--- src/hw/mem_subsys_consts.svh ---
`ifndef MEM_SUBSYS_CONSTS_SVH
`define MEM_SUBSYS_CONSTS_SVH

// ram depth in 32-bit words, 1 KiB
`define MEM_WORDS 256

// word address into the ram
`define MEM_AW ($clog2(`MEM_WORDS))

// byte address as seen by the request ports
`define BYTE_AW (`MEM_AW + 2)

// bus data width
`define DATA_W 32

`endif

--- src/hw/wb_arbiter.sv ---
`include "mem_subsys_consts.svh"

module wb_arbiter
(
    input  logic                  i_clk,
    input  logic                  i_rst_n,
    // fetch master
    input  logic                  i_f_cyc,
    input  logic                  i_f_stb,
    input  logic                  i_f_we,
    input  logic [`MEM_AW-1:0]    i_f_addr,
    input  logic [`DATA_W-1:0]    i_f_data,
    input  logic [`DATA_W/8-1:0]  i_f_sel,
    // data master
    input  logic                  i_d_cyc,
    input  logic                  i_d_stb,
    input  logic                  i_d_we,
    input  logic [`MEM_AW-1:0]    i_d_addr,
    input  logic [`DATA_W-1:0]    i_d_data,
    input  logic [`DATA_W/8-1:0]  i_d_sel,
    // slave response
    input  logic                  i_m_ack,
    input  logic [`DATA_W-1:0]    i_m_data,
    output logic                  o_f_ack,
    output logic                  o_d_ack,
    output logic [`DATA_W-1:0]    o_rdata,
    // towards the slave
    output logic                  o_m_cyc,
    output logic                  o_m_stb,
    output logic                  o_m_we,
    output logic [`MEM_AW-1:0]    o_m_addr,
    output logic [`DATA_W-1:0]    o_m_data,
    output logic [`DATA_W/8-1:0]  o_m_sel
);

    // owner flag, 1 = data master
    logic owner_q;
    // a bus cycle is in flight
    logic busy_q;
    // master currently forwarded
    logic grant_d;

    // locked while busy, otherwise data first
    always_comb
    begin
        if (busy_q)
            grant_d = owner_q;
        else if (i_d_cyc)
            grant_d = 1'b1;
        else if (i_f_cyc)
            grant_d = 1'b0;
        else
            grant_d = owner_q;
    end

    // mux the granted master onto the slave
    assign o_m_cyc  = grant_d ? i_d_cyc  : i_f_cyc;
    assign o_m_stb  = grant_d ? i_d_stb  : i_f_stb;
    assign o_m_we   = grant_d ? i_d_we   : i_f_we;
    assign o_m_addr = grant_d ? i_d_addr : i_f_addr;
    assign o_m_data = grant_d ? i_d_data : i_f_data;
    assign o_m_sel  = grant_d ? i_d_sel  : i_f_sel;

    // ack only to the owner, read data to both
    assign o_d_ack = i_m_ack && grant_d;
    assign o_f_ack = i_m_ack && !grant_d;
    assign o_rdata = i_m_data;

    always_ff @(posedge i_clk or negedge i_rst_n)
    begin
        if (!i_rst_n)
        begin
            busy_q  <= 1'b0;
            owner_q <= 1'b1;
        end
        else if (busy_q)
        begin
            // release on ack, master drops cyc next cycle
            if (i_m_ack)
                busy_q <= 1'b0;
        end
        else if (o_m_cyc)
        begin
            busy_q  <= 1'b1;
            owner_q <= grant_d;
        end
    end

    // grant stays put for the whole cycle up to its ack
    property p_grant_stable;
        @(posedge i_clk) disable iff (!i_rst_n)
        (o_m_cyc && !i_m_ack) |=> (grant_d == $past(grant_d));
    endproperty

    a_grant_stable: assert property (p_grant_stable)
        else $error("wb_arbiter: owner changed during an active cycle");

endmodule

--- config.mk ---
export PLATFORM = sky130hd
export DESIGN_NAME = wb_arbiter
export DESIGN_NICKNAME = d
export VERILOG_FILES = /design/src/hw/wb_arbiter.sv
export VERILOG_INCLUDE_DIRS = /design/src /design/src/hw
export SDC_FILE = /design/constraint.sdc
export NUM_CORES = 1
export LEC_CHECK = 0
export BUFFER_PORTS_ARGS = -buffer_cell sky130_fd_sc_hd__buf_2
export CAP_MARGIN = 25
export CORE_AREA = 2 2 81 83
export CTS_BUF_LIST = sky130_fd_sc_hd__clkbuf_8
export DETAILED_ROUTE_END_ITERATION = 7
export DIE_AREA = 0 0 83 85
export SLEW_MARGIN = 5
export SYNTH_ARGS = -nofsm -noshare
export SYNTH_HDL_FRONTEND = slang
export SYNTH_SLANG_ARGS = --single-unit
export TNS_END_PERCENT = 1
--- constraint.sdc ---
create_clock -name i_clk -period 2.4 [get_ports i_clk]
set_input_delay 0.12 -clock i_clk [delete_from_list [all_inputs] [get_ports i_clk]]
set_output_delay 0.12 -clock i_clk [all_outputs]
set_load 0.02 [all_outputs]
# Word level (Yosys, flattened, before mapping)
# Cells that the tools add are included.
# classes
bitwise	1
n_reduce_logical	4
muxes	12
# op_table
op	n
$mux W32	1
$mux W1	9
$mux W8	1
$mux W4	1
$logic_and A1 B1 Y1	2
$reduce_and A2 Y1	1
$logic_not A1 Y1	1
$not A1 Y1	1
# totals
inputBits	129
ff_bits	2

# Logic depth before layout (Yosys ltp)
# logic_depth
depth_word	6
mapped_depth	5

# Worst setup path after synthesis
# OpenSTA, ideal clock, no wires.
# synth_path
path_type	register to output
from	register busy_q
to	output port o_m_data[27]
stages_incl_launch_ff	6
slack_ps	909
t_arrival_ps	1371
n_path_buf	2
path_cell_list	dfrtp_1 -> nand2b_4 -> a21oi_4 -> buf_6 -> buf_6 -> mux2_4
# synth_via
elab_chain_len	2
# synth_rtl
item	line_no	text
start, declared	wb_arbiter.sv:39	logic busy_q;
start signal, assigned	wb_arbiter.sv:73	busy_q <= 1'b0;
start signal, assigned	wb_arbiter.sv:80	busy_q <= 1'b0;
start signal, assigned	wb_arbiter.sv:84	busy_q <= 1'b1;
$mux W1	wb_arbiter.sv:46	if (busy_q)
$mux W32	wb_arbiter.sv:61	assign o_m_data = grant_d ? i_d_data : i_f_data;
end, declared	wb_arbiter.sv:32	output logic [`DATA_W-1:0] o_m_data,
# No other way between the ends.

# Final worst setup path
# layout_path
from	register busy_q
to	output port o_m_addr[7]
# layout_via
elab_chain_len	2
# layout_rtl
item	line_no	text
$mux W1	wb_arbiter.sv:46	
$mux W8	wb_arbiter.sv:60	assign o_m_addr = grant_d ? i_d_addr : i_f_addr;
end, declared	wb_arbiter.sv:31	output logic [`MEM_AW-1:0] o_m_addr,
# No other way between the ends.

==> flow_summary.ini <==
[critical_path]
worstPathMaxFanout = 39
crit_cells = 5
critPathCaptureType = primary output
r2r_cells = 4
critPathKind = register to primary output
cp-start-kind = register
worstPathCellList = nand2b_4, a21oi_4, buf_4, mux2_2, buf_2
rrSetupSlack_ns = 1.33
crit_arrival_ns = 1.93
critPathTopFamily = buffers and inverters
cp.required_ns = 2.28
crit_buf_inv = 2
crit_slowest_cell = buf_4
crit_path_max_incr_delay_ns = 0.42

[grt]
grt_usage_pct = 7.87
grt_pass1_wl_mm = 4.69
grt_max_degree = 40
antenna_found_initial = 0
grt.overflow.total = 0
grt_pass1_vias = 1108

[route]
antenna_left = 0
via_count = 1133
drc_errors = 0
wirelength_mm = 3.05
wire_per_inst_um = 10.6
drtIter0Drc = 16
drt-vias-per-instance = 3.92
dr.pass1.iters = 4

[sta]
final.setup.tns_ns = 0
fmax_ghz = 0.487
finClkSkew_ns = 0.00594
period_minus_slack_ns = 2.05
rsz0062_at_grt = no
setup-violations-final = 0
fin_crit_sh_pct = 85.5
max-slew-margin-rel_pct = 68.3
worst_pin_slew_ns = 0.475
slew_viol_final = 0
hold_violations = 0

[finish]
layout.nets = 342
seqCellArea_um2 = 51.3
final_common_cell = buf_2
synthToLayoutAreaGrowth_pct = 62.9
layout_common_cells = buf_2 (145), mux2_2 (39), mux2_4 (7)
fill_cells = 692
drive_gt1_share_pct = 93.9
diodes = 0
finalInstanceArea_um2 = 1570
multi_input_area_um2 = 621

[run_status]
status = finished clean

[logic_synthesis]
netlist_area_um2 = 965
synth-seq-cells = 2
syn_area_per_cell_um2 = 9.95
ys_seq_area_share_pct = 5.32
synth.distinct_cells = 15
ys.warnings.count = 0
syn_nets = 226
synth_cells = 97

[clock_tree]
cts_buffer_depth = 2
clock_sinks = 2
cts_resized = 0
insertion_delay_ns = 0.21
clkTransAtPathRegs_ns = 0.03
root_buffer = clkbuf_8
cts_buffers = 3
cts_tree = yes
htreeDepth = 1

[floorplanning]
core_um2 = 6200
dieArea_um2 = 7060
fp.dieH_um = 85
placementRows = 29
ioPinCount = 210
initial_core_util_pct = 15.5
die_w_um = 83

[hold_path]
hold-path-cell-count = 2
worstHoldPathType = input pin to register

[pwr]
ir_drop_uv = 318
p_leak_nw = 0.879
p_per_area_nw_per_um2 = 523

[placement]
gp_congestion = 0.694
placed_area_um2 = 1520
hpwl_mm = 2.68
numPortBuffers = 145

[job]
drv_cap = 0
## report_power, final
part	internal, mW	total, mW	switching (mW)
clock	0.108	0.135	0.0272
combinational	0.309	0.638	0.329
sequential	0.0422	0.0491	0.00690
total	0.460	0.823	0.363
## final cells by class
| type | instances | share of cell area (%) |
|---|---|---|
| Multi-Input combinational cell | 56 | 39.5 |
| Clock inverter | 1 | 0.239 |
| Clock buffer | 3 | 2.63 |
| Inverter | 2 | 0.478 |
| Tap cell | 77 | 6.13 |
| Timing Repair Buffer | 148 | 47.8 |
| Sequential cell | 2 | 3.26 |
## worst paths after layout
check | end | start
min in group asynchronous | busy_q$_DFF_PN0_ | i_rst_n
hold reg to reg | busy_q$_DFF_PN0_ | busy_q$_DFF_PN0_
setup reg to reg | owner_q$_DFFE_PN1P_ | busy_q$_DFF_PN0_
max in group asynchronous | owner_q$_DFFE_PN1P_ | i_rst_n
hold / removal | busy_q$_DFF_PN0_ | i_m_ack
setup / recovery | o_m_addr[7] | busy_q$_DFF_PN0_
## cells in the mapped netlist
master    instances  area share, %
and2_1            1           0.65
nand2b_4          1            1.4
a21oi_4           1            1.7
nor2b_1           2            1.3
buf_6             2            2.3
a31oi_1           1           0.65
a21oi_1           2            1.0
buf_4            35             27
dfstp_2           1            2.7
mux2_4            7             11
dfrtp_1           1            2.6
mux2_2           39             46
nor3_1            1           0.52
nand2b_1          1           0.65
inv_1             2           0.78
## kinds of logic (layout without fill, tap and decap cells)
family,count (synthesis),count (layout),synth area share (%)
mux,46,46,56.4
simple gates,6,6,4.54
buf+inv,39,154,30.4
flops,2,2,5.32
compound gates,4,4,3.37
## state kept, by name, indices dropped and copies added, names as in the netlist
signal	cells
busy_q	1
owner_q	1
## metal layers
metal	up-vias	GRT usage, %	wire, um
met2	94	16.1	1590
met1	488	6.90	1010
li1	535	-	-
met4	0	2.98	65
met5	-	0	0
met3	16	2.92	386
## timing repair
item,4_1_cts,5_1_grt
setup endpoints to repair,0,0
hold buffers,1,0
setup buffers,0,0
endpoints found under the hold margin,2,0
## metrics by stage
step	cells	setup WS [ns]	total power [mW]	hold slack, ns	utilization [%]
2_1_floorplan	97	0.909	0.581	-0.176	-
3_3_place_gp	284	0.591	0.686	-0.0935	24.4
3_5_place_dp	284	0.553	0.693	-0.0936	24.4
4_1_cts	289	0.324	0.835	0.143	25.3
5_1_grt	289	0.223	0.879	0.147	25.3
6_report	289	0.349	0.823	0.139	25.3
Power figures use the tool's default switching activity.
