==> src/hw/mem_subsys_consts.svh <==
`ifndef MEM_SUBSYS_CONSTS_SVH
`define MEM_SUBSYS_CONSTS_SVH

// ram depth in 32-bit words, 1 KiB
`define MEM_WORDS 256

// word address into the ram
`define MEM_AW ($clog2(`MEM_WORDS))

// byte address as seen by the request ports
`define BYTE_AW (`MEM_AW + 2)

// bus data width
`define DATA_W 32

`endif

==> src/hw/mem_subsys_pkg.sv <==
package mem_subsys_pkg;

    // load/store opcodes
    // loads first, then stores
    typedef enum logic [2:0]
    {
        LSU_LB  = 3'd0,
        LSU_LH  = 3'd1,
        LSU_LW  = 3'd2,
        LSU_LBU = 3'd3,
        LSU_LHU = 3'd4,
        LSU_SB  = 3'd5,
        LSU_SH  = 3'd6,
        LSU_SW  = 3'd7
    } lsu_op_e;

    // request port state machine
    // wait_grant is the setup cycle before the bus request goes out
    typedef enum logic [1:0]
    {
        PORT_IDLE       = 2'd0,
        PORT_WAIT_GRANT = 2'd1,
        PORT_WAIT_ACK   = 2'd2
    } port_state_e;

endpackage

==> src/hw/lsu_port.sv <==
`include "mem_subsys_consts.svh"

module lsu_port
    import mem_subsys_pkg::*;
(
    input  logic                  i_clk,
    input  logic                  i_rst_n,
    input  lsu_op_e               i_lsu_op,
    input  logic                  i_lsu_req,
    input  logic [`BYTE_AW-1:0]   i_lsu_addr,
    input  logic [`DATA_W-1:0]    i_lsu_wdata,
    input  logic                  i_wb_ack,
    input  logic [`DATA_W-1:0]    i_wb_data,
    output logic                  o_lsu_busy,
    output logic                  o_lsu_done,
    output logic [`DATA_W-1:0]    o_lsu_rdata,
    output logic                  o_lsu_misalign,
    output logic                  o_wb_cyc,
    output logic                  o_wb_stb,
    output logic                  o_wb_we,
    output logic [`MEM_AW-1:0]    o_wb_addr,
    output logic [`DATA_W-1:0]    o_wb_data,
    output logic [`DATA_W/8-1:0]  o_wb_sel
);

    port_state_e          state_q;
    // latched request
    lsu_op_e              op_q;
    logic [1:0]           off_q;
    logic                 mis_q;
    // decode of the incoming request
    logic                 req_store;
    logic                 req_half;
    logic                 req_word;
    logic                 req_misalign;
    logic [`DATA_W/8-1:0] req_sel;
    logic [`DATA_W-1:0]   req_wdata;
    // load path
    logic [`DATA_W-1:0]   shifted;
    logic [`DATA_W-1:0]   load_val;

    always_comb
    begin
        req_store = (i_lsu_op == LSU_SB) || (i_lsu_op == LSU_SH) || (i_lsu_op == LSU_SW);
        req_half  = (i_lsu_op == LSU_LH) || (i_lsu_op == LSU_LHU) || (i_lsu_op == LSU_SH);
        req_word  = (i_lsu_op == LSU_LW) || (i_lsu_op == LSU_SW);
        // half needs an even address and word needs bits [1:0] clear
        req_misalign = (req_half && i_lsu_addr[0]) || (req_word && (i_lsu_addr[1:0] != 2'b00));
        // lanes start at the addressed byte
        if (req_word)
        begin
            req_sel   = 4'b1111;
            req_wdata = i_lsu_wdata;
        end
        else if (req_half)
        begin
            req_sel   = 4'b0011 << i_lsu_addr[1:0];
            req_wdata = {2{i_lsu_wdata[15:0]}};
        end
        else
        begin
            req_sel   = 4'b0001 << i_lsu_addr[1:0];
            req_wdata = {4{i_lsu_wdata[7:0]}};
        end
    end

    // addressed lane down to bit 0 and then extended
    assign shifted = i_wb_data >> {off_q, 3'b000};

    always_comb
    begin
        case (op_q)
            LSU_LB:  load_val = {{24{shifted[7]}}, shifted[7:0]};
            LSU_LH:  load_val = {{16{shifted[15]}}, shifted[15:0]};
            LSU_LBU: load_val = {24'd0, shifted[7:0]};
            LSU_LHU: load_val = {16'd0, shifted[15:0]};
            default: load_val = i_wb_data;
        endcase
    end

    assign o_lsu_busy = (state_q != PORT_IDLE);
    assign o_wb_cyc   = (state_q == PORT_WAIT_ACK);
    assign o_wb_stb   = (state_q == PORT_WAIT_ACK);

    always_ff @(posedge i_clk or negedge i_rst_n)
    begin
        if (!i_rst_n)
        begin
            state_q        <= PORT_IDLE;
            o_lsu_done     <= 1'b0;
            o_lsu_misalign <= 1'b0;
        end
        else
        begin
            o_lsu_done     <= 1'b0;
            o_lsu_misalign <= 1'b0;
            case (state_q)
                PORT_IDLE:
                begin
                    if (i_lsu_req)
                        state_q <= PORT_WAIT_GRANT;
                end
                PORT_WAIT_GRANT:
                begin
                    // misaligned never touches the bus
                    if (mis_q)
                    begin
                        state_q        <= PORT_IDLE;
                        o_lsu_done     <= 1'b1;
                        o_lsu_misalign <= 1'b1;
                    end
                    else
                        state_q <= PORT_WAIT_ACK;
                end
                PORT_WAIT_ACK:
                begin
                    if (i_wb_ack)
                    begin
                        state_q    <= PORT_IDLE;
                        o_lsu_done <= 1'b1;
                    end
                end
                default:
                    state_q <= PORT_IDLE;
            endcase
        end
    end

    // payload registers
    always_ff @(posedge i_clk)
    begin
        if (state_q == PORT_IDLE && i_lsu_req)
        begin
            op_q      <= i_lsu_op;
            off_q     <= i_lsu_addr[1:0];
            mis_q     <= req_misalign;
            o_wb_we   <= req_store;
            o_wb_addr <= i_lsu_addr[`BYTE_AW-1:2];
            o_wb_data <= req_wdata;
            o_wb_sel  <= req_sel;
        end
        // only loads update the result
        if (state_q == PORT_WAIT_ACK && i_wb_ack && !o_wb_we)
            o_lsu_rdata <= load_val;
    end

    // one outstanding access only
    a_no_req_busy: assert property (@(posedge i_clk) disable iff (!i_rst_n)
        i_lsu_req |-> state_q == PORT_IDLE)
        else $error("lsu_port: request while busy");

endmodule

==> config.mk <==
export PLATFORM = sky130hd
export DESIGN_NAME = lsu_port
export DESIGN_NICKNAME = d
export VERILOG_FILES = /design/src/hw/mem_subsys_pkg.sv /design/src/hw/lsu_port.sv
export VERILOG_INCLUDE_DIRS = /design/src /design/src/hw
export SDC_FILE = /design/constraint.sdc
export NUM_CORES = 1
export LEC_CHECK = 0
export BUFFER_PORTS_ARGS = -buffer_cell sky130_fd_sc_hd__buf_2
export CORE_AREA = 8 8 95 105
export CTS_CLUSTER_DIAMETER = 60
export DETAILED_ROUTE_END_ITERATION = 6
export DIE_AREA = 0 0 103 113
export PLACE_DENSITY_LB_ADDON = 0.08
export SLEW_MARGIN = 20
export SYNTH_ARGS = -nofsm -noshare
export SYNTH_HDL_FRONTEND = slang
export SYNTH_SLANG_ARGS = --single-unit
==> constraint.sdc <==
create_clock -name i_clk -period 6.2 [get_ports i_clk]
set_input_delay 1.24 -clock i_clk [delete_from_list [all_inputs] [get_ports i_clk]]
set_output_delay 1.24 -clock i_clk [all_outputs]
set_load 0.005 [all_outputs]
# Word level (Yosys, flattened, before mapping)
# Cells that the tools add are included.
# Widths: inputs -> output; s select.
dict set report totals {
  output_inout_bits 82
  elab_cells 56
  memories 0
  latch_bits 0
  regBits 87
  rom_bits 0
  in_bits 81
  ram_bits 0
}
dict set report classes {
  n_bitwise 0
  add_sub_neg 0
  n_reduce_logical 17
  n_div 0
  n_lt_le_gt_ge 0
  shifts 3
  mul 0
  eq_ne 13
  muxes 12
}
# cell n
set op_table {}
lappend op_table {{$pmux 32 s4} 1}
lappend op_table {{$mux 32} 2}
lappend op_table {{$shr 32x5->16} 1}
lappend op_table {{$eq 3x3->1 const B} 5}
lappend op_table {{$eq 3x1->1 const B} 2}
lappend op_table {{$eq 3x2->1 const B} 2}
lappend op_table {{$logic_or 1x1->1} 6}
lappend op_table {{$mux 2} 3}
lappend op_table {{$pmux 2 s3} 1}
lappend op_table {{$logic_and 1x1->1} 5}
lappend op_table {{$mux 4} 1}
lappend op_table {{$ne 2x2->1 const B} 2}
lappend op_table {{$reduce_bool 2->1} 2}
lappend op_table {{$shl 1x2->4 const A} 1}
lappend op_table {{$shl 2x2->4 const A} 1}
lappend op_table {{$logic_not 3->1} 1}
lappend op_table {{$mux 1} 3}
lappend op_table {{$eq 2x1->1 const B} 1}
lappend op_table {{$eq 2x2->1 const B} 1}
lappend op_table {{$logic_not 2->1} 1}
lappend op_table {{$pmux 1 s2} 1}
lappend op_table {{$reduce_and 2->1} 1}
lappend op_table {{$logic_not 1->1} 1}

# Depth between registers and ports, before layout
dict set report depth {
  depth_word 5
  depth_mapped 8
}

# Worst setup path before layout
# OpenSTA, ideal clock, no wires.
dict set report synth_timing {
  path_type {input-to-reg}
  startpoint {input i_wb_ack}
  endpoint {register o_lsu_rdata[0] (enable)}
  path_stages 2
  t_arrival_ns 2.656
  t_required_ns 5.779
  setup_time_ns 0.421
  setup_slack_ns 3.124
  cell_sequence {nand2_1 -> nor2_1}
}
dict set report synth_via {
  elab_chain_len 2
}
# element line_no
set synth_rtl {}
lappend synth_rtl {{start: declaration} lsu_port.sv:12} ;# input logic i_wb_ack,
lappend synth_rtl {{$logic_and 1x1->1 (2 in series)} lsu_port.sv:143} ;# if (state_q == PORT_WAIT_ACK && i_wb_ack && !o_wb_we)
lappend synth_rtl {{end signal: assignment} lsu_port.sv:144} ;# o_lsu_rdata <= load_val;
lappend synth_rtl {{end: declaration} lsu_port.sv:16} ;# output logic [`DATA_W-1:0] o_lsu_rdata,
# Every way passes these cells.
# A chain may end at the register's enable or synchronous reset.

# Worst setup path in the final report
dict set report layout_timing {
  startpoint {input i_lsu_op[0]}
  endpoint {register o_wb_data[17], data pin}
}
dict set report layout_via {
  elab_chain_len 3
  word_cells_on_any_way 4
  classes_between {eq/ne (2); mux (1); reduce/logical (1)}
}
# element line_no
set layout_rtl {}
lappend layout_rtl {{start: declaration} lsu_port.sv:8} ;# input lsu_op_e i_lsu_op,
lappend layout_rtl {{$eq 3x2->1 or $eq 3x3->1 (tied branches)} lsu_port.sv:46} ;# req_word = (i_lsu_op == LSU_LW) || (i_lsu_op == LSU_SW);
lappend layout_rtl {{$logic_or 1x1->1 (*)} lsu_port.sv:46}
lappend layout_rtl {{$mux 32 (*)} lsu_port.sv:50} ;# if (req_word)
lappend layout_rtl {{named net req_wdata[17]} lsu_port.sv:37} ;# logic [`DATA_W-1:0] req_wdata;
lappend layout_rtl {{end signal: assignment} lsu_port.sv:139} ;# o_wb_data <= req_wdata;
lappend layout_rtl {{end: declaration} lsu_port.sv:22} ;# output logic [`DATA_W-1:0] o_wb_data,
# The timed path passes the listed nets; every way through them passes the cells marked *.

==> impl_metrics.ini <==
[power_and_ir_drop]
powerDensity_nw_per_um2 = 323.9
pwr-share-seq_pct = 49.1
intPower_mw = 1.203
swShare_pct = 29.55
max-vdd-ir-drop_mv = 0.1525
p_leak_nw = 2.236
comb_power_share_pct = 26.3
pwr-share-clk_pct = 24.6
p_switching_mw = 0.5045

[worst_setup_path]
critPathRequiredTime_ns = 6.30
critPathKind = in -> reg
slowest_delay_ns = 0.40
slowest_stage = xor2_2
critPathLaunchType = primary input
endpoint_kind = register
path_max_fanout = 13
path_cells = buf_2 > xor2_2 > or2_2 > mux2_2
arrival_ns = 2.63

[global_routing]
grt_util_all_layers_pct = 18.49
grt_max_degree = 52
first_global_vias = 3432
overflow = 0
grt_antenna_before_repair = 0
grt_pass1_wl_mm = 16.64

[sta]
holdWs_ns = 0.5254
tightest_slew_ns = 1.028
finalHoldViolations = 0
final_max_slew_viol_count = 0
min_period_over_period_pct = 40.78
setup_tns_ns = 0
finalSetupViolations = 0
skew_ns = 0.01015
maxSlewHeadroom_pct = 31.48
max_freq_ghz = 0.3955
fin_crit_ns = 2.529
rsz0062_at_grt = no

[die]
rows = 35
ios = 163
die_area_sq_um = 11640
die_w_microns = 103
die_h_microns = 113
coreArea_sq_um = 8233
initial_core_util_pct = 51.40

[cts]
cts.repair.resized = 0
hold_buffers = 0
cts_max_level = 3
worstSkewPairLatency_ns = 0.35
post_cts_buffers = 0
clockRootBuffer = clkbuf_8
clkSlewWorstSetupHoldPaths_ns = 0.08
cts_made_buffers = 9
clock_sinks = 87
cts_tree = done
cts_buffer_depth = 2

[placement]
io_buffers = 162
placed_cells = 579
placed_area_sq_um = 5061
gp_congestion = 0.7998
dp_hpwl_mm = 8.055

[logic_synthesis]
yosysSeqAreaShare_pct = 61.27
synth-main-ff-cell = edfxtp_1
syn_area_sq_um = 4232
ys_seq_elements = 87
avgSynthCellArea_sq_um = 12.98
synthesis.nets = 411
async_reset_ff_share_pct = 4.598
synth_warnings = 0
syn_inst = 326
synth.distinct_cells = 50
synth_edf_count = 83

[route]
vias = 3242
drt_pass1_iterations = 4
drtIter0Drc = 141
drc = 0
avgViaCountPerCell = 5.458
ant_nets = 0
drt_wl_total_mm = 10.81
routedWlPerCell_microns = 18.20

[status]
status = complete, no violations

[flow_run]
cap_violations = 0

[finish]
drive_above_1_share_pct = 43.48
area_growth_pct = 24.54
final_area_sq_um = 5270
final_util_pct = 64.01
layout.nets = 564
fin_cells = 594
fill_cells = 685
antenna_cells = 0

[worst_hold_path]
hold_path.class = reg -> reg
-- routing by layer --
metal | part of all wire (%) | GRT usage [%]
met5 | 0 | 0
met4 | 2.1 | 9.082
met3 | 12 | 7.125
met1 | 35 | 19.48
met2 | 51 | 31.24
-- power by group through the flow --
stage	Clock, mW	Sequential, mW	Combinational, mW
3_3_place_gp	0	0.847	0.441
6_report	0.420	0.838	0.449
5_1_grt	0.443	0.852	0.498
3_5_place_dp	0	0.850	0.454
2_1_floorplan	0	0.844	0.285
4_1_cts	0.427	0.839	0.455
-- placed cells by master, fill, tap and decap left out, types with 2 or more instances in the layout --
| cell | count |
|---|---|
| clkbuf_8 | 9 |
| a22oi_1 | 19 |
| mux2i_1 | 12 |
| clkinv_1 | 3 |
| or2_2 | 2 |
| o2bb2ai_1 | 3 |
| buf_4 | 2 |
| nor3_1 | 5 |
| inv_1 | 7 |
| and2_1 | 2 |
| nand2_1 | 44 |
| a31oi_1 | 7 |
| a21oi_1 | 4 |
| mux2_2 | 24 |
| o21ai_0 | 5 |
| a211o_1 | 2 |
| buf_2 | 162 |
| o21ai_1 | 4 |
| o211ai_1 | 3 |
| a221o_1 | 9 |
| edfxtp_1 | 83 |
| ha_1 | 4 |
| nor2_1 | 11 |
| bufinv_16 | 2 |
| nand2b_1 | 5 |
| a22o_1 | 4 |
| dfrtp_1 | 4 |
| nand3_1 | 12 |
| nor2b_1 | 7 |
-- through the flow --
stage / setup WS, ns / total power, mW
floorplan: 3.124 / 1.130
finish: 3.671 / 1.707
detailed placement: 3.281 / 1.304
CTS: 3.665 / 1.721
global route: 3.515 / 1.793
global placement: 3.362 / 1.289
-- cell families after synthesis --
group	after synthesis	share of synthesized area, %
XOR/XNOR	2	0.5915
flip-flops	87	61.27
multiplexers	37	9.758
AO/OA/AOI/OAI	70	12.71
adder cells (fa/ha/maj)	4	1.183
buffers and inverters	30	3.991
AND/OR/NAND/NOR	96	10.50
-- state kept, by name (all words and copies together), names as in the netlist --
| register | flops |
|---|---|
| mis_q | 1 |
| o_lsu_done | 1 |
| o_lsu_rdata | 32 |
| o_wb_sel | 4 |
| o_wb_addr | 8 |
| o_wb_data | 32 |
| state_q | 2 |
| off_q | 2 |
| o_wb_we | 1 |
| op_q | 3 |
| o_lsu_misalign | 1 |
-- final timing paths --
path,from,endpoint,slack [ns],cells after the start
max reg2reg,op_q[0],o_lsu_rdata[6],3.72,4
min in group asynchronous,i_rst_n,o_lsu_done,0.69,1
max in group asynchronous,i_rst_n,o_lsu_misalign,5.39,1
max,i_lsu_op[0],o_wb_data[17],3.67,4
min,mis_q,o_lsu_misalign,0.53,2
min reg2reg,mis_q,o_lsu_misalign,0.53,2
-- worst max-delay path, delay by kind of cell --
kind | cells | cell delay [ns]
xor+xnor | 1 | 0.40
mux | 1 | 0.38
simple gates | 1 | 0.37
buf+inv | 1 | 0.23
-- cell type report --
type	instances	area (sq um)	share of cell area, %
sequential	87	2592	49.19
multi-input combinational	209	1474	27.97
timing repair buffer	164	825.8	15.67
tap	111	138.9	2.635
clock buffer	9	123.9	2.350
clock inverter	6	85.08	1.614
inverter	8	30.03	0.5698
-- synth_stat cells (2+ instances only) --
cell type / instances / area share, %
a221o_1: 9 / 2.1
nand2b_1: 5 / 0.74
nand2_1: 44 / 3.9
mux2i_1: 12 / 2.8
buf_6: 4 / 1.1
a31oi_1: 7 / 1.0
ha_1: 4 / 1.2
a22o_1: 4 / 0.83
a211o_1: 2 / 0.41
a21oi_1: 4 / 0.47
nor3_1: 5 / 0.59
nor2b_1: 7 / 1.0
inv_1: 7 / 0.62
o21ai_1: 4 / 0.47
and2_1: 3 / 0.44
dfrtp_1: 4 / 2.4
or2_2: 2 / 0.30
buf_2: 9 / 1.1
o2bb2ai_1: 3 / 0.62
a22oi_1: 19 / 3.4
o21ai_0: 5 / 0.59
nor2_1: 12 / 1.1
mux2_2: 24 / 6.4
edfxtp_1: 83 / 59
o211ai_1: 3 / 0.53
clkbuf_1: 6 / 0.53
nand3_1: 12 / 1.4
Note: power is estimated with default switching activity, not from simulation.
