[config.mk]
export PLATFORM = sky130hd
export DESIGN_NAME = fetch_port
export DESIGN_NICKNAME = d
export VERILOG_FILES = /design/src/hw/mem_subsys_pkg.sv /design/src/hw/fetch_port.sv
export VERILOG_INCLUDE_DIRS = /design/src /design/src/hw
export SDC_FILE = /design/constraint.sdc
export NUM_CORES = 1
export LEC_CHECK = 0
export BUFFER_PORTS_ARGS = -buffer_cell sky130_fd_sc_hd__buf_4
export CAP_MARGIN = 25
export CORE_MARGIN = 2
export CORE_UTILIZATION = 36
export CTS_CLUSTER_DIAMETER = 120
export DETAILED_ROUTE_END_ITERATION = 16
export PLACE_DENSITY = 0.8
export RECOVER_POWER = 100
export SYNTH_ARGS = -nofsm -noshare
export SYNTH_HDL_FRONTEND = slang
export SYNTH_SLANG_ARGS = --single-unit
export TNS_END_PERCENT = 10
[constraint.sdc]
create_clock -name i_clk -period 1.62 [get_ports i_clk]
set_input_delay 0.162 -clock i_clk [delete_from_list [all_inputs] [get_ports i_clk]]
set_output_delay 0.162 -clock i_clk [all_outputs]
set_load 0.03 [all_outputs]
[src/hw/mem_subsys_consts.svh]
`ifndef MEM_SUBSYS_CONSTS_SVH
`define MEM_SUBSYS_CONSTS_SVH

// ram depth in 32-bit words, 1 KiB
`define MEM_WORDS 256

// word address into the ram
`define MEM_AW ($clog2(`MEM_WORDS))

// byte address as seen by the request ports
`define BYTE_AW (`MEM_AW + 2)

// bus data width
`define DATA_W 32

`endif

[src/hw/mem_subsys_pkg.sv]
package mem_subsys_pkg;

    // load/store opcodes
    // loads first, then stores
    typedef enum logic [2:0]
    {
        LSU_LB  = 3'd0,
        LSU_LH  = 3'd1,
        LSU_LW  = 3'd2,
        LSU_LBU = 3'd3,
        LSU_LHU = 3'd4,
        LSU_SB  = 3'd5,
        LSU_SH  = 3'd6,
        LSU_SW  = 3'd7
    } lsu_op_e;

    // request port state machine
    // wait_grant is the setup cycle before the bus request goes out
    typedef enum logic [1:0]
    {
        PORT_IDLE       = 2'd0,
        PORT_WAIT_GRANT = 2'd1,
        PORT_WAIT_ACK   = 2'd2
    } port_state_e;

endpackage

[src/hw/fetch_port.sv]
`include "mem_subsys_consts.svh"

module fetch_port
    import mem_subsys_pkg::*;
(
    input  logic                  i_clk,
    input  logic                  i_rst_n,
    input  logic                  i_fetch_req,
    input  logic [`BYTE_AW-1:0]   i_fetch_addr,
    input  logic                  i_wb_ack,
    input  logic [`DATA_W-1:0]    i_wb_data,
    output logic                  o_fetch_busy,
    output logic                  o_fetch_valid,
    output logic [`DATA_W-1:0]    o_fetch_instr,
    output logic                  o_wb_cyc,
    output logic                  o_wb_stb,
    output logic [`MEM_AW-1:0]    o_wb_addr
);

    port_state_e        state_q;
    // word address of the pending fetch
    logic [`MEM_AW-1:0] addr_q;

    assign o_fetch_busy = (state_q != PORT_IDLE);
    // bus request held until ack
    assign o_wb_cyc     = (state_q == PORT_WAIT_ACK);
    assign o_wb_stb     = (state_q == PORT_WAIT_ACK);
    assign o_wb_addr    = addr_q;

    always_ff @(posedge i_clk or negedge i_rst_n)
    begin
        if (!i_rst_n)
        begin
            state_q       <= PORT_IDLE;
            o_fetch_valid <= 1'b0;
        end
        else
        begin
            o_fetch_valid <= 1'b0;
            case (state_q)
                PORT_IDLE:
                begin
                    if (i_fetch_req)
                        state_q <= PORT_WAIT_GRANT;
                end
                PORT_WAIT_GRANT:
                    state_q <= PORT_WAIT_ACK;
                PORT_WAIT_ACK:
                begin
                    if (i_wb_ack)
                    begin
                        state_q       <= PORT_IDLE;
                        o_fetch_valid <= 1'b1;
                    end
                end
                default:
                    state_q <= PORT_IDLE;
            endcase
        end
    end

    // payload, low two byte bits dropped
    always_ff @(posedge i_clk)
    begin
        if (state_q == PORT_IDLE && i_fetch_req)
            addr_q <= i_fetch_addr[`BYTE_AW-1:2];
        if (state_q == PORT_WAIT_ACK && i_wb_ack)
            o_fetch_instr <= i_wb_data;
    end

    // one outstanding fetch only
    a_no_req_busy: assert property (@(posedge i_clk) disable iff (!i_rst_n)
        i_fetch_req |-> state_q == PORT_IDLE)
        else $error("fetch_port: request while busy");

endmodule

**After elaboration in Yosys (flattened, before gate mapping)**

Cells that the tools add are included.

- Register bits: 43
- Input port bits: 46
- Word-level logic and storage cells: 18

- Eq/ne operators: 4
- Multiplexer cells: 5
- Reductions and logical operators: 5

Operators with widths:

| kind | count |
|---|---|
| $pmux W2 S3 | 1 |
| $mux W2 | 2 |
| $ne A2 B2 Y1 const B | 2 |
| $eq A2 B1 Y1 const B | 1 |
| $eq A2 B2 Y1 const B | 1 |
| $logic_and A1 B1 Y1 | 2 |
| $logic_not A2 Y1 | 1 |
| $mux W1 | 2 |
| $reduce_and A2 Y1 | 1 |
| $reduce_bool A2 Y1 | 1 |

**Logic depth before layout (Yosys ltp)**

Gate-level depths: netlist (run 1).

- Word-level depth: 3
- Depth in mapped cells: 2
- Mapped depth without buffers: 2

**Worst setup path after synthesis (run 1)**

OpenSTA, ideal clock, no wires.

- Path type: reg2reg
- Start: register state_q[0]
- End: register o_fetch_instr[0], enable pin
- Data arrival time: 1.805 ns
- Required time: 1.227 ns
- Path slack: -0.578 ns
- Cell stages (with the launch flop): 3
- Period minus slack after synthesis: 2.198 ns
- Cells stage by stage: dfrtp_1 nor2b_1 and2_1

- Longest elaborated chain between the ends: 2

Ends and longest elaborated chain:

| item | RTL line | RTL |
|---|---|---|
| from (decl) | fetch_port.sv:20 | `port_state_e state_q;` |
| from (signal assigned) | fetch_port.sv:34 | `state_q <= PORT_IDLE;` |
| from (signal assigned) | fetch_port.sv:44 | `state_q <= PORT_WAIT_GRANT;` |
| from (signal assigned) | fetch_port.sv:47 | `state_q <= PORT_WAIT_ACK;` |
| $eq A2 B2 Y1 | n/a |  |
| named net o_wb_cyc | fetch_port.sv:15 | `output logic o_wb_cyc,` |
| $logic_and A1 B1 Y1 | fetch_port.sv:67 | `if (state_q == PORT_WAIT_ACK && i_wb_ack)` |
| to (signal assigned) | fetch_port.sv:68 | `o_fetch_instr <= i_wb_data;` |
| to (decl) | fetch_port.sv:14 | `` output logic [`DATA_W-1:0] o_fetch_instr, `` |

The timed path passes the listed nets, and every way through them passes these cells.
A chain may end at the register's enable or synchronous reset.

**Worst setup path after layout (run 1)**

- Start: register state_q[0]
- End: register addr_q[3], in the netlist o_wb_addr[3], enable pin

- Longest elaborated chain between the ends: 2

Ends and longest elaborated chain:

| item | RTL line | RTL |
|---|---|---|
| $logic_not A2 Y1 | fetch_port.sv:65 | `if (state_q == PORT_IDLE && i_fetch_req)` |
| $logic_and A1 B1 Y1 | fetch_port.sv:65 |  |
| to (signal assigned) | fetch_port.sv:66 | `` addr_q <= i_fetch_addr[`BYTE_AW-1:2]; `` |
| to (decl) | fetch_port.sv:22 | `` logic [`MEM_AW-1:0] addr_q; `` |

Every way passes these cells.

==> results.sh, run 1 <==
export IMPL_cts_sinks=43
export IMPL_postLayoutCellArea_um2=2019
export IMPL_num_vias=831
export IMPL_die_w_um=64.78
export IMPL_hold_end="o_fetch_instr[18]"
export IMPL_ys_ff_latch=43
export IMPL_async_flop_share_pct=6.977
export IMPL_worstPathMaxFanout=8
export IMPL_r2r_start="state_q[0]"
export IMPL_leakage_nw=0.7530
export IMPL_drt_iter0_drc=39
export IMPL_drive_gt1_share_pct=34.46
export IMPL_grt_setup_unrepaired="no"
export IMPL_place_area_um2=2048
export IMPL_synthCells=52
export IMPL_holdCritPathClass="input port to flop"
export IMPL_endpoint_kind="flop"
export IMPL_synthesis_nets=98
export IMPL_maxCapViolations=0
export IMPL_r2r_end="o_wb_addr[3]"
export IMPL_synth_edf_count=40
export IMPL_grt_ovfl_total=0
export IMPL_hold_viol_final=0
export IMPL_n_fill_cell=342
export IMPL_syn_avg_cell_area_um2=25.58
export IMPL_start_kind="flop"
export IMPL_synth_area_leader_cell="edfxtp_1"
export IMPL_hold_depth=1
export IMPL_yosysMostFrequentCell="edfxtp_1"
export IMPL_wl_per_cell_um=14.65
export IMPL_yosys_top_cells_area="edfxtp_1, dfrtp_1, mux2i_1"
export IMPL_max_freq_mhz=692.2
export IMPL_grt_pass1_wl_um=3884
export IMPL_drt_first_pass_iters=4
export IMPL_cts_setup_buffers=0
export IMPL_synth_top_area_share_pct=90.31
export IMPL_slew_violations=0
export IMPL_dp_cells=187
export IMPL_layout_setup_ws_ns=0.1754
export IMPL_final_nets=193
export IMPL_rrSetupSlack_ns=0.18
export IMPL_cts_htree_levels=2
export IMPL_clkTransAtPathRegs_ns=0.08
export IMPL_tns_ns=0
export IMPL_layout_cells_non_filler=196
export IMPL_dieArea_um2=4196
export IMPL_ant_nets=0
export IMPL_vias_per_cell=4.240
export IMPL_yosys_most_used_dff="edfxtp_1"
export IMPL_relSlewSlack_pct=72.55
export IMPL_row_count=22
export IMPL_tightest_slew_ns=0.4117
export IMPL_gp_congestion=0.6369
export IMPL_post_route_min_period_ns=1.445
export IMPL_cts_root_buf="clkbuf_8"
export IMPL_min_period_over_period_pct=89.17
export IMPL_yosys_cell_types_count=10
export IMPL_worstPathArrival_ns=1.39
export IMPL_finalSetupViolCount=0
export IMPL_ys_warn_count=0
export IMPL_clockBufferDepth=2
export IMPL_portBuffers=87
export IMPL_seq_area_frac_synth_pct=95.95
export IMPL_coreArea_um2=3606
export IMPL_grt_pass1_vias=796
export IMPL_clock_skew_ns=0.002577
export IMPL_drt_total_wl_um=2871
export IMPL_clk_latency_ns=0.28
export IMPL_cts_buffers=5
export IMPL_cts_tree="yes"
export IMPL_antenna_found_initial=0
export IMPL_critPathKind="flop to flop"
export IMPL_whs_ns=0.07128
export IMPL_grt_start_max_net_pins=34
export IMPL_hp_start="i_wb_data[18]"
export IMPL_num_io_pins=90
export IMPL_r2r_cells=3
export IMPL_drc=0
export IMPL_area_growth_pct=51.83
export IMPL_syn_area_um2=1330
export IMPL_netlist_top_cells_count="edfxtp_1, dfrtp_1, nor2_1"
export IMPL_antenna_cells=0
export IMPL_outcome="complete, no violations"
export IMPL_powerDensity_nw_per_um2=1552
export IMPL_track_usage_pct=13.46
export IMPL_die_h_um=64.78
export IMPL_initial_core_util_pct=36.88
export IMPL_pre_cts_slack_ns=0.2457
export IMPL_critical_path_required_ns=1.56
export IMPL_worst_ir_drop_vdd_mv=0.9883
==> worst max path at each step <==
stage,from,to,slack [ns],cells past startpoint
after floorplan,state_q[0],o_wb_addr[0],0.07,2
after global placement,state_q[0],o_fetch_instr[24],0.29,2
after detailed placement,state_q[1],o_fetch_instr[1],0.25,2
after CTS,state_q[1],o_fetch_instr[0],0.23,2
after global routing,state_q[1],o_fetch_instr[14],0.1,2
final,state_q[0],o_wb_addr[3],0.18,3
==> registers in the layout, indices dropped and copies added (netlist names) <==
name           count
state_q            2
o_fetch_instr     32
o_fetch_valid      1
o_wb_addr          8
==> where the power goes <==
part	internal (mW)	switching [mW]	leakage, nW
Clock	0.616	0.328	0.0654
Combinational	0.167	0.538	0.280
Sequential	1.43	0.0571	0.407
==> what timing repair did <==
action	CTS	global route
gates resized for setup	0	0
endpoints found under the hold margin	3	0
hold buffers	1	0
==> logic make-up (layout without fill, tap and decap cells) <==
logic type | count (synthesis) | after routing | synth area share (%)
multiplexers | 1 | 1 | 0.7526
buffers and inverters | 2 | 98 | 0.8466
AND/OR/NAND/NOR | 6 | 6 | 2.447
flip-flops | 43 | 43 | 95.95
==> routing by layer <==
metal  routed length (um)  share of wire, %  global-route usage [%]  vias to the layer above
li1                     -                 -                       -                      384
met1                 1099                38                   15.15                      378
met2                 1363                47                   22.04                       65
met3                  367                13                   6.250                        4
met4                   40               1.4                   5.585                        0
met5                    0                 0                       0                        -
==> final cells by class <==
cell class	count	area, um^2	area share, %
Timing Repair Buffer	89	501.7	24.85
Clock buffer	6	72.57	3.594
Multi-Input combinational cell	7	45.04	2.230
Inverter	1	3.754	0.1859
Sequential cell	43	1276	63.20
Clock inverter	2	60.06	2.974
Tap cell	48	60.06	2.974
==> critical path, cell delays in order (launching register included) <==
cell and delay, ns:
dfrtp_1 0.41, or2_0 0.26, nor2_1 0.10, clkbuf_1 0.34
==> metrics by stage <==
stage | total power, mW | util [%]
finish | 3.135 | 56.00
global route | 3.256 | 56.00
CTS | 3.322 | 60.76
detailed placement | 2.379 | 56.80
global placement | 2.355 | 56.80
floorplan | 2.002 | -
==> placed cells by master, fill, tap and decap left out <==
cell type	instances
nand2b_1	1
clkbuf_8	5
nor2_1	2
clkbuf_4	40
dlygate4sd3_1	1
bufinv_16	2
inv_1	1
or2_0	1
nor2b_1	1
dfrtp_1	3
edfxtp_1	40
buf_4	3
mux2i_1	1
clkbuf_1	46
and2_4	1
Note: power is estimated with default switching activity, not from simulation.
==> run 2, diff against run 1 <==
--- a/config.mk
+++ b/config.mk
@@ -6,7 +6,7 @@
 export SDC_FILE = /design/constraint.sdc
 export NUM_CORES = 1
 export LEC_CHECK = 0
-export BUFFER_PORTS_ARGS = -buffer_cell sky130_fd_sc_hd__buf_4
+export BUFFER_PORTS_ARGS = -buffer_cell sky130_fd_sc_hd__clkbuf_2
 export CAP_MARGIN = 25
 export CORE_MARGIN = 2
 export CORE_UTILIZATION = 36
==> results.sh, run 2 (synthesis results as in run 1) <==
export IMPL_endpoint_kind="flop"
export IMPL_antenna_cells=0
export IMPL_layout_cells_non_filler=196
export IMPL_min_period_over_period_pct=86.95
export IMPL_slew_violations=0
export IMPL_grt_pass1_vias=789
export IMPL_r2r_end="o_fetch_instr[27]"
export IMPL_final_nets=193
export IMPL_r2r_cells=2
export IMPL_cts_tree="yes"
export IMPL_worstPathMaxFanout=33
export IMPL_cts_resized=0
export IMPL_worst_ir_drop_vdd_mv=0.7862
export IMPL_clock_skew_ns=0.003027
export IMPL_num_io_pins=90
export IMPL_die_h_um=64.78
export IMPL_track_usage_pct=12.66
export IMPL_wl_per_cell_um=13.32
export IMPL_clk_latency_ns=0.28
export IMPL_dieArea_um2=4196
export IMPL_critical_path_required_ns=1.56
export IMPL_layout_setup_ws_ns=0.2113
export IMPL_drc=0
export IMPL_cts_hold_buf=1
export IMPL_initial_core_util_pct=36.88
export IMPL_tightest_slew_ns=0.4133
export IMPL_drive_gt1_share_pct=34.46
export IMPL_grt_setup_unrepaired="no"
export IMPL_p_sw_share_pct=29.62
export IMPL_holdCritPathClass="input port to flop"
export IMPL_cts_setup_buffers=0
export IMPL_fin_util_pct=53.09
export IMPL_start_kind="flop"
export IMPL_grt_start_max_net_pins=34
export IMPL_crit_chain="nor2b_1, and2_4"
export IMPL_vias_per_cell=4.153
export IMPL_critPathKind="flop to flop"
export IMPL_post_route_min_period_ns=1.409
export IMPL_cts_buffers=5
export IMPL_drt_first_pass_iters=4
export IMPL_max_freq_mhz=709.9
export IMPL_hpwl_um=2023
export IMPL_grt_pass1_wl_um=3760
export IMPL_clockBufferDepth=2
export IMPL_slowest_stage="and2_4"
export IMPL_maxCapViolations=0
export IMPL_hold_depth=1
export IMPL_total_power_mw=3.106
export IMPL_slowest_delay_ns=0.44
export IMPL_ant_nets=0
export IMPL_hp_start="i_wb_data[1]"
export IMPL_powerDensity_nw_per_um2=1623
export IMPL_hold_end="o_fetch_instr[1]"
export IMPL_cts_root_buf="clkbuf_8"
export IMPL_comb_power_share_pct=21.8
export IMPL_outcome="complete, no violations"
export IMPL_worstPathArrival_ns=1.35
export IMPL_drt_iter0_drc=45
export IMPL_area_growth_pct=43.93
export IMPL_dp_cells=187
export IMPL_clkTransAtPathRegs_ns=0.08
export IMPL_seqPwrFrac_pct=47.7
export IMPL_p_int_mw=2.186
export IMPL_die_w_um=64.78
export IMPL_cts_sinks=43
export IMPL_coreArea_um2=3606
export IMPL_row_count=22
export IMPL_num_vias=814
export IMPL_finalSetupViolCount=0
export IMPL_tns_ns=0
export IMPL_portBuffers=87
export IMPL_pwr_share_clk_pct=30.5
export IMPL_drt_total_wl_um=2611
export IMPL_pre_cts_slack_ns=0.2718
export IMPL_cts_htree_levels=2
export IMPL_largest_register="o_fetch_instr"
export IMPL_grt_ovfl_total=0
export IMPL_hold_viol_final=0
export IMPL_antenna_found_initial=0
export IMPL_relSlewSlack_pct=72.44
export IMPL_p_sw_mw=0.9201
export IMPL_mostFrequentLayoutCells="clkbuf_1, clkbuf_2, edfxtp_1, clkbuf_8, dfrtp_1"
export IMPL_gp_congestion=0.6434
export IMPL_rrSetupSlack_ns=0.21
export IMPL_leakage_nw=0.7338
export IMPL_final_common_cell="clkbuf_1"
export IMPL_largest_register_ff_count=32
export IMPL_r2r_start="state_q[0]"
run 2: power by group through the flow:
stage | Sequential, mW | Clock [mW] | Combinational (mW)
final | 1.48 | 0.946 | 0.678
after global routing | 1.50 | 1.02 | 0.719
after CTS | 1.49 | 0.964 | 0.732
after detailed placement | 1.51 | 0 | 0.729
after global placement | 1.50 | 0 | 0.716
after floorplan | 1.78 | 0 | 0.218
run 2: how the worst max path moves through the flow:
stage / from / to / slack, ns / cells past startpoint
floorplan: state_q[0] / o_wb_addr[0] / 0.07 / 2
global placement: state_q[0] / o_fetch_instr[7] / 0.32 / 2
detailed placement: state_q[0] / o_fetch_instr[24] / 0.27 / 2
CTS: state_q[0] / o_fetch_instr[27] / 0.26 / 2
global route: state_q[1] / o_fetch_instr[27] / 0.12 / 2
finish: state_q[0] / o_fetch_instr[27] / 0.21 / 2
run 2: worst max-delay path: cells and delay by family (launching register included):
family	cells	cell delay (ns)
AND/OR/NAND/NOR	2	0.64
flip-flops	1	0.41
run 2: metrics by stage:
| step | hold slack [ns] | area (um^2) |
|---|---|---|
| 2_1_floorplan | -0.1336 | 1335 |
| 3_5_place_dp | -0.03236 | 1831 |
| 6_report | 0.04937 | 1914 |
| 4_1_cts | 0.04263 | 1973 |
| 3_3_place_gp | -0.03463 | 1831 |
| 5_1_grt | 0.02839 | 1914 |
run 2: layout make-up:
type | count | area [um^2]
clock buffers | 6 | 72.57
clock inverters | 2 | 60.06
fillers | 332 | 1692
inverters | 1 | 3.754
multi-input cells | 7 | 45.04
flip-flops and latches | 43 | 1276
well taps | 48 | 60.06
repair buffers | 89 | 396.6
run 2: layer usage:
layer | up-vias | share of wire [%] | track usage (%)
met5 | - | 0 | 0
met4 | 0 | 1.2 | 6.383
met3 | 4 | 13 | 6.250
met2 | 63 | 46 | 19.46
met1 | 361 | 40 | 14.64
li1 | 386 | - | -
